**src/fetch_pkg.sv**
```systemverilog
package fetch_pkg;

    ////////////////////////////////////////////////////////////
    // sizes
    ////////////////////////////////////////////////////////////

    localparam int unsigned LINE_BYTES = 16;
    localparam int unsigned LINE_OFFSET_BITS = $clog2(LINE_BYTES);
    localparam int unsigned BUF_LINES = 4;
    localparam int unsigned BUF_IDX_BITS = $clog2(BUF_LINES);
    localparam logic [31:0] RESET_PC = 32'h0000_0000;

    ////////////////////////////////////////////////////////////
    // vector types
    ////////////////////////////////////////////////////////////

    // byte address
    typedef logic [31:0] fetch_addr_t;
    // byte address without the in-line offset
    typedef logic [27:0] line_addr_t;
    // byte 0 in bits 7:0
    typedef logic [127:0] line_data_t;
    // decoder length, 1 to 15
    typedef logic [3:0] insn_len_t;
    // free buffer slots, 0 to 4
    typedef logic [2:0] credit_t;

    ////////////////////////////////////////////////////////////
    // structs crossing module boundaries
    ////////////////////////////////////////////////////////////

    typedef struct packed {
        line_addr_t line;
    } mem_req_t;

    typedef struct packed {
        line_data_t data;
        logic       fault;
    } mem_rsp_t;

    // head entry and the one behind it
    typedef struct packed {
        line_data_t head_data;
        logic       head_valid;
        logic       head_fault;
        line_data_t next_data;
        logic       next_valid;
        logic       next_fault;
    } buf_view_t;

    typedef struct packed {
        line_data_t  data;
        fetch_addr_t pc;
        logic        fault;
    } fetch_packet_t;

    typedef struct packed {
        fetch_addr_t addr;
    } redirect_t;

    // drain while responses to old lines are still in flight
    typedef enum logic {
        RUN,
        DRAIN
    } fetcher_state_t;

endpackage
```
**src/fetch_top.sv**
```systemverilog
`timescale 1ns/100ps

module fetch_top (
    input  logic                      clk,
    input  logic                      reset_i,

    // resteer from writeback or branch predictor
    input  logic                      redirect_valid_i,
    input  fetch_pkg::redirect_t      redirect_i,

    // instruction memory
    output logic                      mem_req_valid_o,
    input  logic                      mem_req_ready_i,
    output fetch_pkg::mem_req_t       mem_req_o,
    input  logic                      mem_rsp_valid_i,
    input  fetch_pkg::mem_rsp_t       mem_rsp_i,

    // decoder
    output logic                      pkt_valid_o,
    input  logic                      pkt_ready_i,
    output fetch_pkg::fetch_packet_t  pkt_o,
    input  fetch_pkg::insn_len_t      insn_len_i
);

    logic                 fill_valid;
    fetch_pkg::mem_rsp_t  fill;
    logic                 pop_done;
    logic                 pop_req;
    fetch_pkg::buf_view_t buf_view;

    ////////////////////////////////////////////////////////////
    // line fetch
    ////////////////////////////////////////////////////////////

    line_fetcher u_fetcher (
        .clk              (clk),
        .reset_i          (reset_i),
        .redirect_valid_i (redirect_valid_i),
        .redirect_i       (redirect_i),
        .mem_req_valid_o  (mem_req_valid_o),
        .mem_req_ready_i  (mem_req_ready_i),
        .mem_req_o        (mem_req_o),
        .mem_rsp_valid_i  (mem_rsp_valid_i),
        .mem_rsp_i        (mem_rsp_i),
        .pop_done_i       (pop_done),
        .fill_valid_o     (fill_valid),
        .fill_o           (fill)
    );

    // four lines between fetch and alignment
    line_buffer u_buffer (
        .clk              (clk),
        .reset_i          (reset_i),
        .redirect_valid_i (redirect_valid_i),
        .fill_valid_i     (fill_valid),
        .fill_i           (fill),
        .pop_i            (pop_req),
        .pop_done_o       (pop_done),
        .view_o           (buf_view)
    );

    ////////////////////////////////////////////////////////////
    // byte alignment
    ////////////////////////////////////////////////////////////

    byte_aligner u_aligner (
        .clk              (clk),
        .reset_i          (reset_i),
        .redirect_valid_i (redirect_valid_i),
        .redirect_i       (redirect_i),
        .view_i           (buf_view),
        .pkt_valid_o      (pkt_valid_o),
        .pkt_ready_i      (pkt_ready_i),
        .insn_len_i       (insn_len_i),
        .pkt_o            (pkt_o),
        .pop_o            (pop_req)
    );

endmodule

```
**src/byte_aligner.sv**
```systemverilog
`timescale 1ns/100ps

module byte_aligner (
    input  logic                      clk,
    input  logic                      reset_i,
    input  logic                      redirect_valid_i,
    input  fetch_pkg::redirect_t      redirect_i,
    input  fetch_pkg::buf_view_t      view_i,
    output logic                      pkt_valid_o,
    input  logic                      pkt_ready_i,
    input  fetch_pkg::insn_len_t      insn_len_i,
    output fetch_pkg::fetch_packet_t  pkt_o,
    output logic                      pop_o
);

    fetch_pkg::fetch_addr_t                   ptr_q;
    fetch_pkg::fetch_addr_t                   ptr_next;
    logic [fetch_pkg::LINE_OFFSET_BITS-1:0]   offset;
    logic                                     aligned;
    logic [2*fetch_pkg::LINE_BYTES*8-1:0]     window;
    logic [2*fetch_pkg::LINE_BYTES*8-1:0]     rotated;
    logic                                     consume;

    assign offset = ptr_q[fetch_pkg::LINE_OFFSET_BITS-1:0];
    assign aligned = (offset == '0);

    ////////////////////////////////////////////////////////////
    // packet assembly
    ////////////////////////////////////////////////////////////

    // an unaligned packet spills into the next line
    assign pkt_valid_o = view_i.head_valid & (aligned | view_i.next_valid);

    // head in the low half so byte k sits at ptr + k
    assign window = {view_i.next_data, view_i.head_data};
    assign rotated = window >> {offset, 3'b000};

    always_comb begin
        pkt_o.data = rotated[fetch_pkg::LINE_BYTES*8-1:0];
        pkt_o.pc = ptr_q;
        // second line only matters when some bytes come from it
        pkt_o.fault = view_i.head_fault | (~aligned & view_i.next_fault);
    end

    ////////////////////////////////////////////////////////////
    // pointer advance
    ////////////////////////////////////////////////////////////

    assign consume = pkt_valid_o & pkt_ready_i;
    assign ptr_next = ptr_q + fetch_pkg::fetch_addr_t'(insn_len_i);

    // at most 15 bytes, so at most one line crossed
    assign pop_o = consume & ~redirect_valid_i
                   & (ptr_next[31:fetch_pkg::LINE_OFFSET_BITS]
                      != ptr_q[31:fetch_pkg::LINE_OFFSET_BITS]);

    always_ff @(posedge clk) begin
        if (reset_i) begin
            ptr_q <= fetch_pkg::RESET_PC;
        end else if (redirect_valid_i) begin
            ptr_q <= redirect_i.addr;
        end else if (consume) begin
            ptr_q <= ptr_next;
        end
    end

endmodule

```
**src/line_buffer.sv**
```systemverilog
`timescale 1ns/100ps

module line_buffer (
    input  logic                  clk,
    input  logic                  reset_i,
    input  logic                  redirect_valid_i,
    input  logic                  fill_valid_i,
    input  fetch_pkg::mem_rsp_t   fill_i,
    input  logic                  pop_i,
    output logic                  pop_done_o,
    output fetch_pkg::buf_view_t  view_o
);

    fetch_pkg::line_data_t                data_q [fetch_pkg::BUF_LINES];
    logic [fetch_pkg::BUF_LINES-1:0]      fault_q;
    logic [fetch_pkg::BUF_LINES-1:0]      valid_q;
    logic [fetch_pkg::BUF_IDX_BITS-1:0]   head_q;
    logic [fetch_pkg::BUF_IDX_BITS-1:0]   tail_q;
    logic [fetch_pkg::BUF_IDX_BITS-1:0]   next_idx;
    logic                                 fill_fire;
    logic                                 pop_fire;

    // redirect wins over both fill and pop
    assign fill_fire = fill_valid_i & ~redirect_valid_i;
    assign pop_fire = pop_i & valid_q[head_q] & ~redirect_valid_i;

    // one pulse per freed slot, fetcher takes it back as a credit
    assign pop_done_o = pop_fire;

    assign next_idx = head_q + 1'b1;

    ////////////////////////////////////////////////////////////
    // storage
    ////////////////////////////////////////////////////////////

    // credits keep the fill off a live entry
    always_ff @(posedge clk) begin
        if (fill_fire) begin
            data_q[tail_q] <= fill_i.data;
            fault_q[tail_q] <= fill_i.fault;
        end
    end

    ////////////////////////////////////////////////////////////
    // pointers and valid bits
    ////////////////////////////////////////////////////////////

    always_ff @(posedge clk) begin
        if (reset_i) begin
            valid_q <= '0;
            head_q <= '0;
            tail_q <= '0;
        end else if (redirect_valid_i) begin
            // flush, no pop_done since the fetcher rebuilds its credits
            valid_q <= '0;
            head_q <= '0;
            tail_q <= '0;
        end else begin
            if (fill_fire) begin
                valid_q[tail_q] <= 1'b1;
                tail_q <= tail_q + 1'b1;
            end
            if (pop_fire) begin
                valid_q[head_q] <= 1'b0;
                head_q <= next_idx;
            end
        end
    end

    // head line and its successor for the aligner
    always_comb begin
        view_o.head_data = data_q[head_q];
        view_o.head_valid = valid_q[head_q];
        view_o.head_fault = fault_q[head_q];
        view_o.next_data = data_q[next_idx];
        view_o.next_valid = valid_q[next_idx];
        view_o.next_fault = fault_q[next_idx];
    end

endmodule

```
**src/line_fetcher.sv**
```systemverilog
`timescale 1ns/100ps

module line_fetcher (
    input  logic                  clk,
    input  logic                  reset_i,
    input  logic                  redirect_valid_i,
    input  fetch_pkg::redirect_t  redirect_i,
    output logic                  mem_req_valid_o,
    input  logic                  mem_req_ready_i,
    output fetch_pkg::mem_req_t   mem_req_o,
    input  logic                  mem_rsp_valid_i,
    input  fetch_pkg::mem_rsp_t   mem_rsp_i,
    input  logic                  pop_done_i,
    output logic                  fill_valid_o,
    output fetch_pkg::mem_rsp_t   fill_o
);

    fetch_pkg::line_addr_t     line_addr_q;
    fetch_pkg::line_addr_t     line_addr_d;
    fetch_pkg::credit_t        credits_q;
    fetch_pkg::credit_t        credits_d;
    fetch_pkg::credit_t        outstanding_q;
    fetch_pkg::credit_t        outstanding_d;
    fetch_pkg::credit_t        drain_q;
    fetch_pkg::credit_t        drain_d;
    fetch_pkg::fetcher_state_t state_q;
    fetch_pkg::fetcher_state_t state_d;
    logic                      req_valid_q;
    logic                      req_valid_d;
    logic                      req_accept;
    logic                      rsp_discard;

    assign req_accept = req_valid_q & mem_req_ready_i;

    // responses still owed to the old stream are thrown away
    assign rsp_discard = mem_rsp_valid_i & (state_q == fetch_pkg::DRAIN);

    assign mem_req_valid_o = req_valid_q;
    assign mem_req_o.line = line_addr_q;

    // straight into the buffer, same cycle
    assign fill_valid_o = mem_rsp_valid_i & (state_q == fetch_pkg::RUN) & ~redirect_valid_i;
    assign fill_o = mem_rsp_i;

    ////////////////////////////////////////////////////////////
    // next state
    ////////////////////////////////////////////////////////////

    always_comb begin
        outstanding_d = outstanding_q + fetch_pkg::credit_t'(req_accept)
                        - fetch_pkg::credit_t'(mem_rsp_valid_i);
        line_addr_d = line_addr_q;
        credits_d = credits_q;
        drain_d = drain_q;

        if (redirect_valid_i) begin
            line_addr_d = redirect_i.addr[31:fetch_pkg::LINE_OFFSET_BITS];
            // buffer is flushed, only in-flight lines still hold slots
            credits_d = fetch_pkg::credit_t'(fetch_pkg::BUF_LINES) - outstanding_d;
            drain_d = outstanding_d;
        end else begin
            if (req_accept) begin
                line_addr_d = line_addr_q + 1'b1;
            end
            credits_d = credits_q - fetch_pkg::credit_t'(req_accept)
                        + fetch_pkg::credit_t'(pop_done_i)
                        + fetch_pkg::credit_t'(rsp_discard);
            if (rsp_discard) begin
                drain_d = drain_q - 1'b1;
            end
        end

        state_d = (drain_d != '0) ? fetch_pkg::DRAIN : fetch_pkg::RUN;

        // credits only drop on acceptance, so a raised request stays up
        req_valid_d = ~redirect_valid_i & (credits_d != '0);
    end

    ////////////////////////////////////////////////////////////
    // registers
    ////////////////////////////////////////////////////////////

    always_ff @(posedge clk) begin
        if (reset_i) begin
            line_addr_q <= fetch_pkg::line_addr_t'(
                               fetch_pkg::RESET_PC >> fetch_pkg::LINE_OFFSET_BITS);
            credits_q <= fetch_pkg::credit_t'(fetch_pkg::BUF_LINES);
            outstanding_q <= '0;
            drain_q <= '0;
            state_q <= fetch_pkg::RUN;
            req_valid_q <= 1'b0;
        end else begin
            line_addr_q <= line_addr_d;
            credits_q <= credits_d;
            outstanding_q <= outstanding_d;
            drain_q <= drain_d;
            state_q <= state_d;
            req_valid_q <= req_valid_d;
        end
    end

endmodule

```
**config.mk**
```make
export PLATFORM = sky130hd
export DESIGN_NAME = fetch_top
export DESIGN_NICKNAME = d
export VERILOG_FILES = /design/src/fetch_pkg.sv /design/src/fetch_top.sv /design/src/byte_aligner.sv /design/src/line_buffer.sv /design/src/line_fetcher.sv
export SDC_FILE = /design/constraint.sdc
export NUM_CORES = 1
export LEC_CHECK = 0
export ABC_AREA = 1
export CAP_MARGIN = 20
export CORE_ASPECT_RATIO = 1.2
export CORE_MARGIN = 4
export CORE_UTILIZATION = 36
export CTS_BUF_LIST = sky130_fd_sc_hd__clkbuf_4 sky130_fd_sc_hd__clkbuf_8
export CTS_CLUSTER_DIAMETER = 60
export DETAILED_ROUTE_END_ITERATION = 10
export DONT_BUFFER_PORTS = 1
export SYNTH_ARGS = -nofsm -noshare
export SYNTH_HDL_FRONTEND = slang
export SYNTH_HIERARCHICAL = 1
export SYNTH_SLANG_ARGS = --single-unit
```
**constraint.sdc**
```tcl
create_clock -name clk -period 13.97 [get_ports clk]
set_input_delay 2.794 -clock clk [delete_from_list [all_inputs] [get_ports clk]]
set_output_delay 2.794 -clock clk [all_outputs]
set_load 0.02 [all_outputs]
```
# --- After elaboration in Yosys (flattened, before gate mapping) ---
# Memories as Yosys holds them, arrays and structs flattened. A register that Yosys moved wholly into a read port is not among the register bits.
# Cells that the tools add are included.
classes:
  eq_ne: 1
  mux: 29
  addsub: 11
  order_cmp: 5
  n_shift: 1
  reduce_logical: 8
  bitwise: 21
op_table:
  columns: ["cell", "n"]
  rows:
  - ["$shr A256 B7 Y128", 1]
  - ["$mux W32", 2]
  - ["$mux W28", 2]
  - ["$add A32 B4 Y32", 1]
  - ["$add A28 B1 Y28 const B", 1]
  - ["$ne A28 B28 Y1", 1]
  - ["$mux W4", 4]
  - ["$and A1 B1 Y1", 13]
  - ["$add A3 B1 Y3", 3]
  - ["$lt A2 B3 Y1 const B", 3]
  - ["$mux W1", 9]
  - ["$mux W3", 3]
  - ["$bmux W1 S2", 4]
  - ["$reduce_bool A3 Y1", 2]
  - ["$sub A3 B1 Y3", 2]
  - ["$add A2 B1 Y2 const B", 2]
  - ["$and A4 B4 Y4", 1]
  - ["$bwmux W4", 1]
  - ["$demux W1 S2", 2]
  - ["$ge A2 B1 Y1 const B", 2]
  - ["$logic_not A4 Y1", 1]
  - ["$mux W2", 2]
  - ["$not A4 Y4", 1]
  - ["$or A4 B4 Y4", 1]
  - ["other kinds (7)", 12]
totals:
  n_memories: 1
  ramBits: 512
  out_inout_bits: 191
  ff_bits: 83
  elab_cells: 88
  in_bits: 171
mem_list:
  columns: ["name", "depth", "word_bits", "rd", "rd_ports_with_merged_regs", "write_ports", "line_no", "source"]
  rows:
  - ["u_buffer.data_q", 4, 128, 2, 1, 1, "line_buffer.sv:14", "fetch_pkg::line_data_t data_q [fetch_pkg::BUF_LINES];"]

# --- Logic depth before layout (Yosys ltp) ---
logic_depth:
  word_depth: 15
  mapped_depth: 25
  mapped_depth_nobuf: 21

# --- Modules after synthesis ---
# The synthesis kept the hierarchy.
modules_own_cells:
  columns: ["module", "cells_per_inst", "instances", "seq_area_each_um2", "area_each_um2"]
  rows:
  - ["line_buffer", 2054, 1, 15695.1, 23050.9]
  - ["byte_aligner", 2219, 1, 640.6, 10872.9]
  - ["line_fetcher", 538, 1, 780.7, 3544.6]

# --- Worst setup path after synthesis ---
# No wires, ideal clock.
synth_timing:
  path_kind: "input to register"
  startpoint: "input redirect_valid_i"
  endpoint: "register u_buffer/valid_q[0] in the netlist's numbering"
  required_ns: 13.881
  slack_ns: 4.172
  setup_time_ns: 0.089
  arrival_time_ns: 9.709
  cell_stages: 7
  path_buffers: 2
  cell_sequence: "buf_2 > buf_2 > nor3_1 > nand2_1 > nor2_1 > o21ai_0 > a21oi_2"
synth_between:
  elab_chain_cells: 8
  elab_cells_between_ends: 13
  classes_between: "mux: 4; bitwise: 8; reduce/logical: 1"
synth_lines:
  columns: ["item", "line_no", "source"]
  rows:
  - ["from (decl)", "fetch_top.sv:8", "input logic redirect_valid_i,"]
  - ["$not A1 Y1 *", "line_fetcher.sv:42", "assign fill_valid_o = mem_rsp_valid_i & (state_q == fetch_pkg::RUN) & ~redirect_valid_i;"]
  - ["$and A1 B1 Y1 *", "line_fetcher.sv:42", null]
  - ["net fill_valid", "fetch_top.sv:25", "logic fill_valid;"]
  - ["$and A1 B1 Y1 *", "line_buffer.sv:24", "assign fill_fire = fill_valid_i & ~redirect_valid_i;"]
  - ["$mux W4 *", "line_buffer.sv:59", "if (fill_fire) begin"]
  - ["$mux W4 *", "line_buffer.sv:53", "end else if (redirect_valid_i) begin"]
  - ["$mux W4 *", "line_buffer.sv:49", "if (reset_i) begin"]
  - ["$and A4 B4 Y4 (no line)", null, null]
  - ["$mux W4 *", "line_buffer.sv:63", "if (pop_fire) begin"]
  - ["to (signal assigned)", "line_buffer.sv:50", "valid_q <= '0;"]
  - ["to (signal assigned)", "line_buffer.sv:55", "valid_q <= '0;"]
  - ["to (signal, indexed assignment)", "line_buffer.sv:64", "valid_q[head_q] <= 1'b0;"]
  - ["to (decl)", "line_buffer.sv:16", "logic [fetch_pkg::BUF_LINES-1:0] valid_q;"]
# The timed path passes the listed nets; every way through them passes the cells marked *. The select of a mux whose other input is x is not followed.
# A chain may end at the register's enable or synchronous reset.

==> impl_metrics.toml <==
[run_status]
status = "completed"

[synthesis]
synth_nets = 4962
syn_avg_cell_area_sq_um = 7.81
synth_warnings = 6
syn_inst = 4771
synthesis.area_sq_mm = 0.0373

[floorplanning]
num_rows = 129
dieArea_sq_mm = 0.109
core_area_sq_mm = 0.103
ios = 362
start_util_pct = 36.2
die-height_um = 361
chipWidth_um = 302

[final_layout]
multiInputGateArea_sq_mm = 0.0168
fin_cells = 5921
fillers = 10700
seq_area_sq_mm = 0.0171
fin_nets = 4635
drive_above_1_share_pct = 6.89
area_growth_syn_to_layout_pct = 4.24

[timing]
worst_slew_pin_slew_ps = 1150
hold_viol = 0
setup_viol = 0
rsz0062_at_grt = "no"
period_minus_slack_ps = 8790
fin_setup_tns_ps = 0
fin_skew_ps = 67.0
fmax_ghz = 0.114
relSlewSlack_pct = 22.4
slew_violations = 0
period_share_pct = 62.9

[power]
clock_power_share_pct = 36.8
powerDensity_mw_per_mm2 = 113
pwr-share-comb_pct = 17.0
p_int_mw = 2.97
peakVddDrop_mv = 0.0699
p_seq_share_pct = 46.2
switching_share_pct = 32.3
p_leak_nw = 14.1
p_switching_mw = 1.42

[clocking]
clk_pin_slew_ps = 60
postCtsHoldBufs = 0
numCtsBuffers = 102
clk_path_buf_depth = 3
cts_setup_buffers = 0
postCtsResizedCells = 0
cts-root-buf = "clkbuf_8"
cts.sinks = 597
htree_levels = 3
clock_latency_ps = 800
cts_tree = "yes"

[detailed_routing]
wl_per_cell_um = 27.0
ant_nets = 0
drtIter0Drc = 4806
route.detailed.drc = 0
first_pass_iters = 9
wl_um = 160000
viasPerCell = 5.92
num_vias = 35100

[worst_hold_path]
hold_class = "reg -> reg"

[global_routing]
grt_pass1_vias = 32300
grt_antenna_before_repair = 12
grt_max_degree = 183
grt_util_all_layers_pct = 27.9
grt_overflow = 0
grt_pass1_wl_um = 225000

[worst_setup_path]
crit_fanout = 78
path_class = "reg -> out"
critPathCaptureType = "output port"
critical_path_required_ps = 11180
critPathArrivalTime_ps = 6000
cp-start-kind = "flip-flop"

[placed_design]
place.port_buffers = 0
dpl.cell_count = 5714
gp_congestion = 1.09
dp_hpwl_um = 111000

[job]
cap_violations = 0
[worst paths after layout]
| kind | start | endpoint | slack [ps] | cells past startpoint |
|---|---|---|---|---|
| min reg2reg | u_buffer/tail_q[1]$_SDFFE_PP0N_ | u_buffer/tail_q[1]$_SDFFE_PP0N_ | 540 | 2 |
| max reg2reg | u_buffer/head_q[0]$_SDFFE_PP0P_ | u_fetcher/mem_req_valid_o$_SDFF_PP0_ | 7780 | 21 |
| max | u_buffer/head_q[0]$_SDFFE_PP0P_ | pkt_o[108] | 5180 | 11 |
| min | u_buffer/tail_q[1]$_SDFFE_PP0N_ | u_buffer/tail_q[1]$_SDFFE_PP0N_ | 540 | 2 |
[critical path, stage by stage (launching register included)]
cell     delay, ps
dfxtp_4        820
inv_6          420
ha_4           450
inv_4          330
buf_4          640
o21ai_0        210
o22ai_1        410
or2_2          200
o21ai_1        180
mux2i_1        670
nor2_1         150
o21ai_1        670
[layout by cell type (no fill, tap or decap), types with 28 or more instances in the layout]
| master | n |
|---|---|
| a21oi_1 | 80 |
| buf_4 | 44 |
| clkbuf_4 | 28 |
| clkbuf_8 | 104 |
| clkinv_1 | 28 |
| dfxtp_1 | 74 |
| edfxtp_1 | 516 |
| inv_1 | 158 |
| mux2i_1 | 58 |
| nand2_1 | 1120 |
| nand3_1 | 211 |
| nor2_1 | 654 |
| o211ai_1 | 59 |
| o21ai_0 | 771 |
| o21ai_1 | 112 |
| o22ai_1 | 257 |
| or2_2 | 34 |
[sequential cells by signal, indices dropped and copies added, names as in the netlist, 3 cells and up, named ones only]
| name | flops |
|---|---|
| u_buffer/fault_q | 4 |
| u_buffer/valid_q | 4 |
| u_fetcher/outstanding_q | 3 |
| u_fetcher/credits_q | 3 |
| u_aligner/ptr_q | 32 |
| u_fetcher/mem_req_o | 28 |
| u_fetcher/drain_q | 3 |
| u_buffer/data_q | 512 |
[power groups by stage]
stage | clock, mW | sequential [mW] | combinational (mW)
final | 1.61 | 2.02 | 0.747
after global routing | 1.74 | 2.03 | 0.783
after CTS | 1.65 | 2.02 | 0.718
after detailed placement | 0 | 2.06 | 0.716
after global placement | 0 | 2.06 | 0.713
after floorplan | 0 | 2.04 | 0.519
[routing by layer]
layer | vias to the layer above | global-route usage, % | share of wire [%]
li1 | 15700 | - | -
met1 | 16700 | 32.0 | 35
met2 | 2242 | 43.6 | 44
met3 | 432 | 10.6 | 13
met4 | 4 | 18.1 | 7.6
met5 | - | 0 | 0.018
[per-stage QoR]
step                      util (%)  power [mW]  hold slack (ps)  setup WS, ps  cell area, sq um
after floorplan                  -        2.56              490          4170             37300
after global placement        35.7        2.77              520          6250             36700
after detailed placement      35.7        2.77              536          6250             36700
after CTS                     37.7        4.39              543          5440             38800
after global routing          37.7        4.55              593          5180             38900
final                         37.7        4.38              540          5180             38900
[layout make-up]
type / instances / area share, %
Multi-Input combinational cell: 3520 / 43.1
Clock buffer: 131 / 4.21
Inverter: 172 / 1.73
Timing Repair Buffer: 51 / 1.18
Tap cell: 1375 / 4.43
Antenna cell: 19 / 0.122
Sequential cell: 597 / 44.1
Clock inverter: 56 / 1.09
Note: power is estimated with default switching activity, not from simulation.
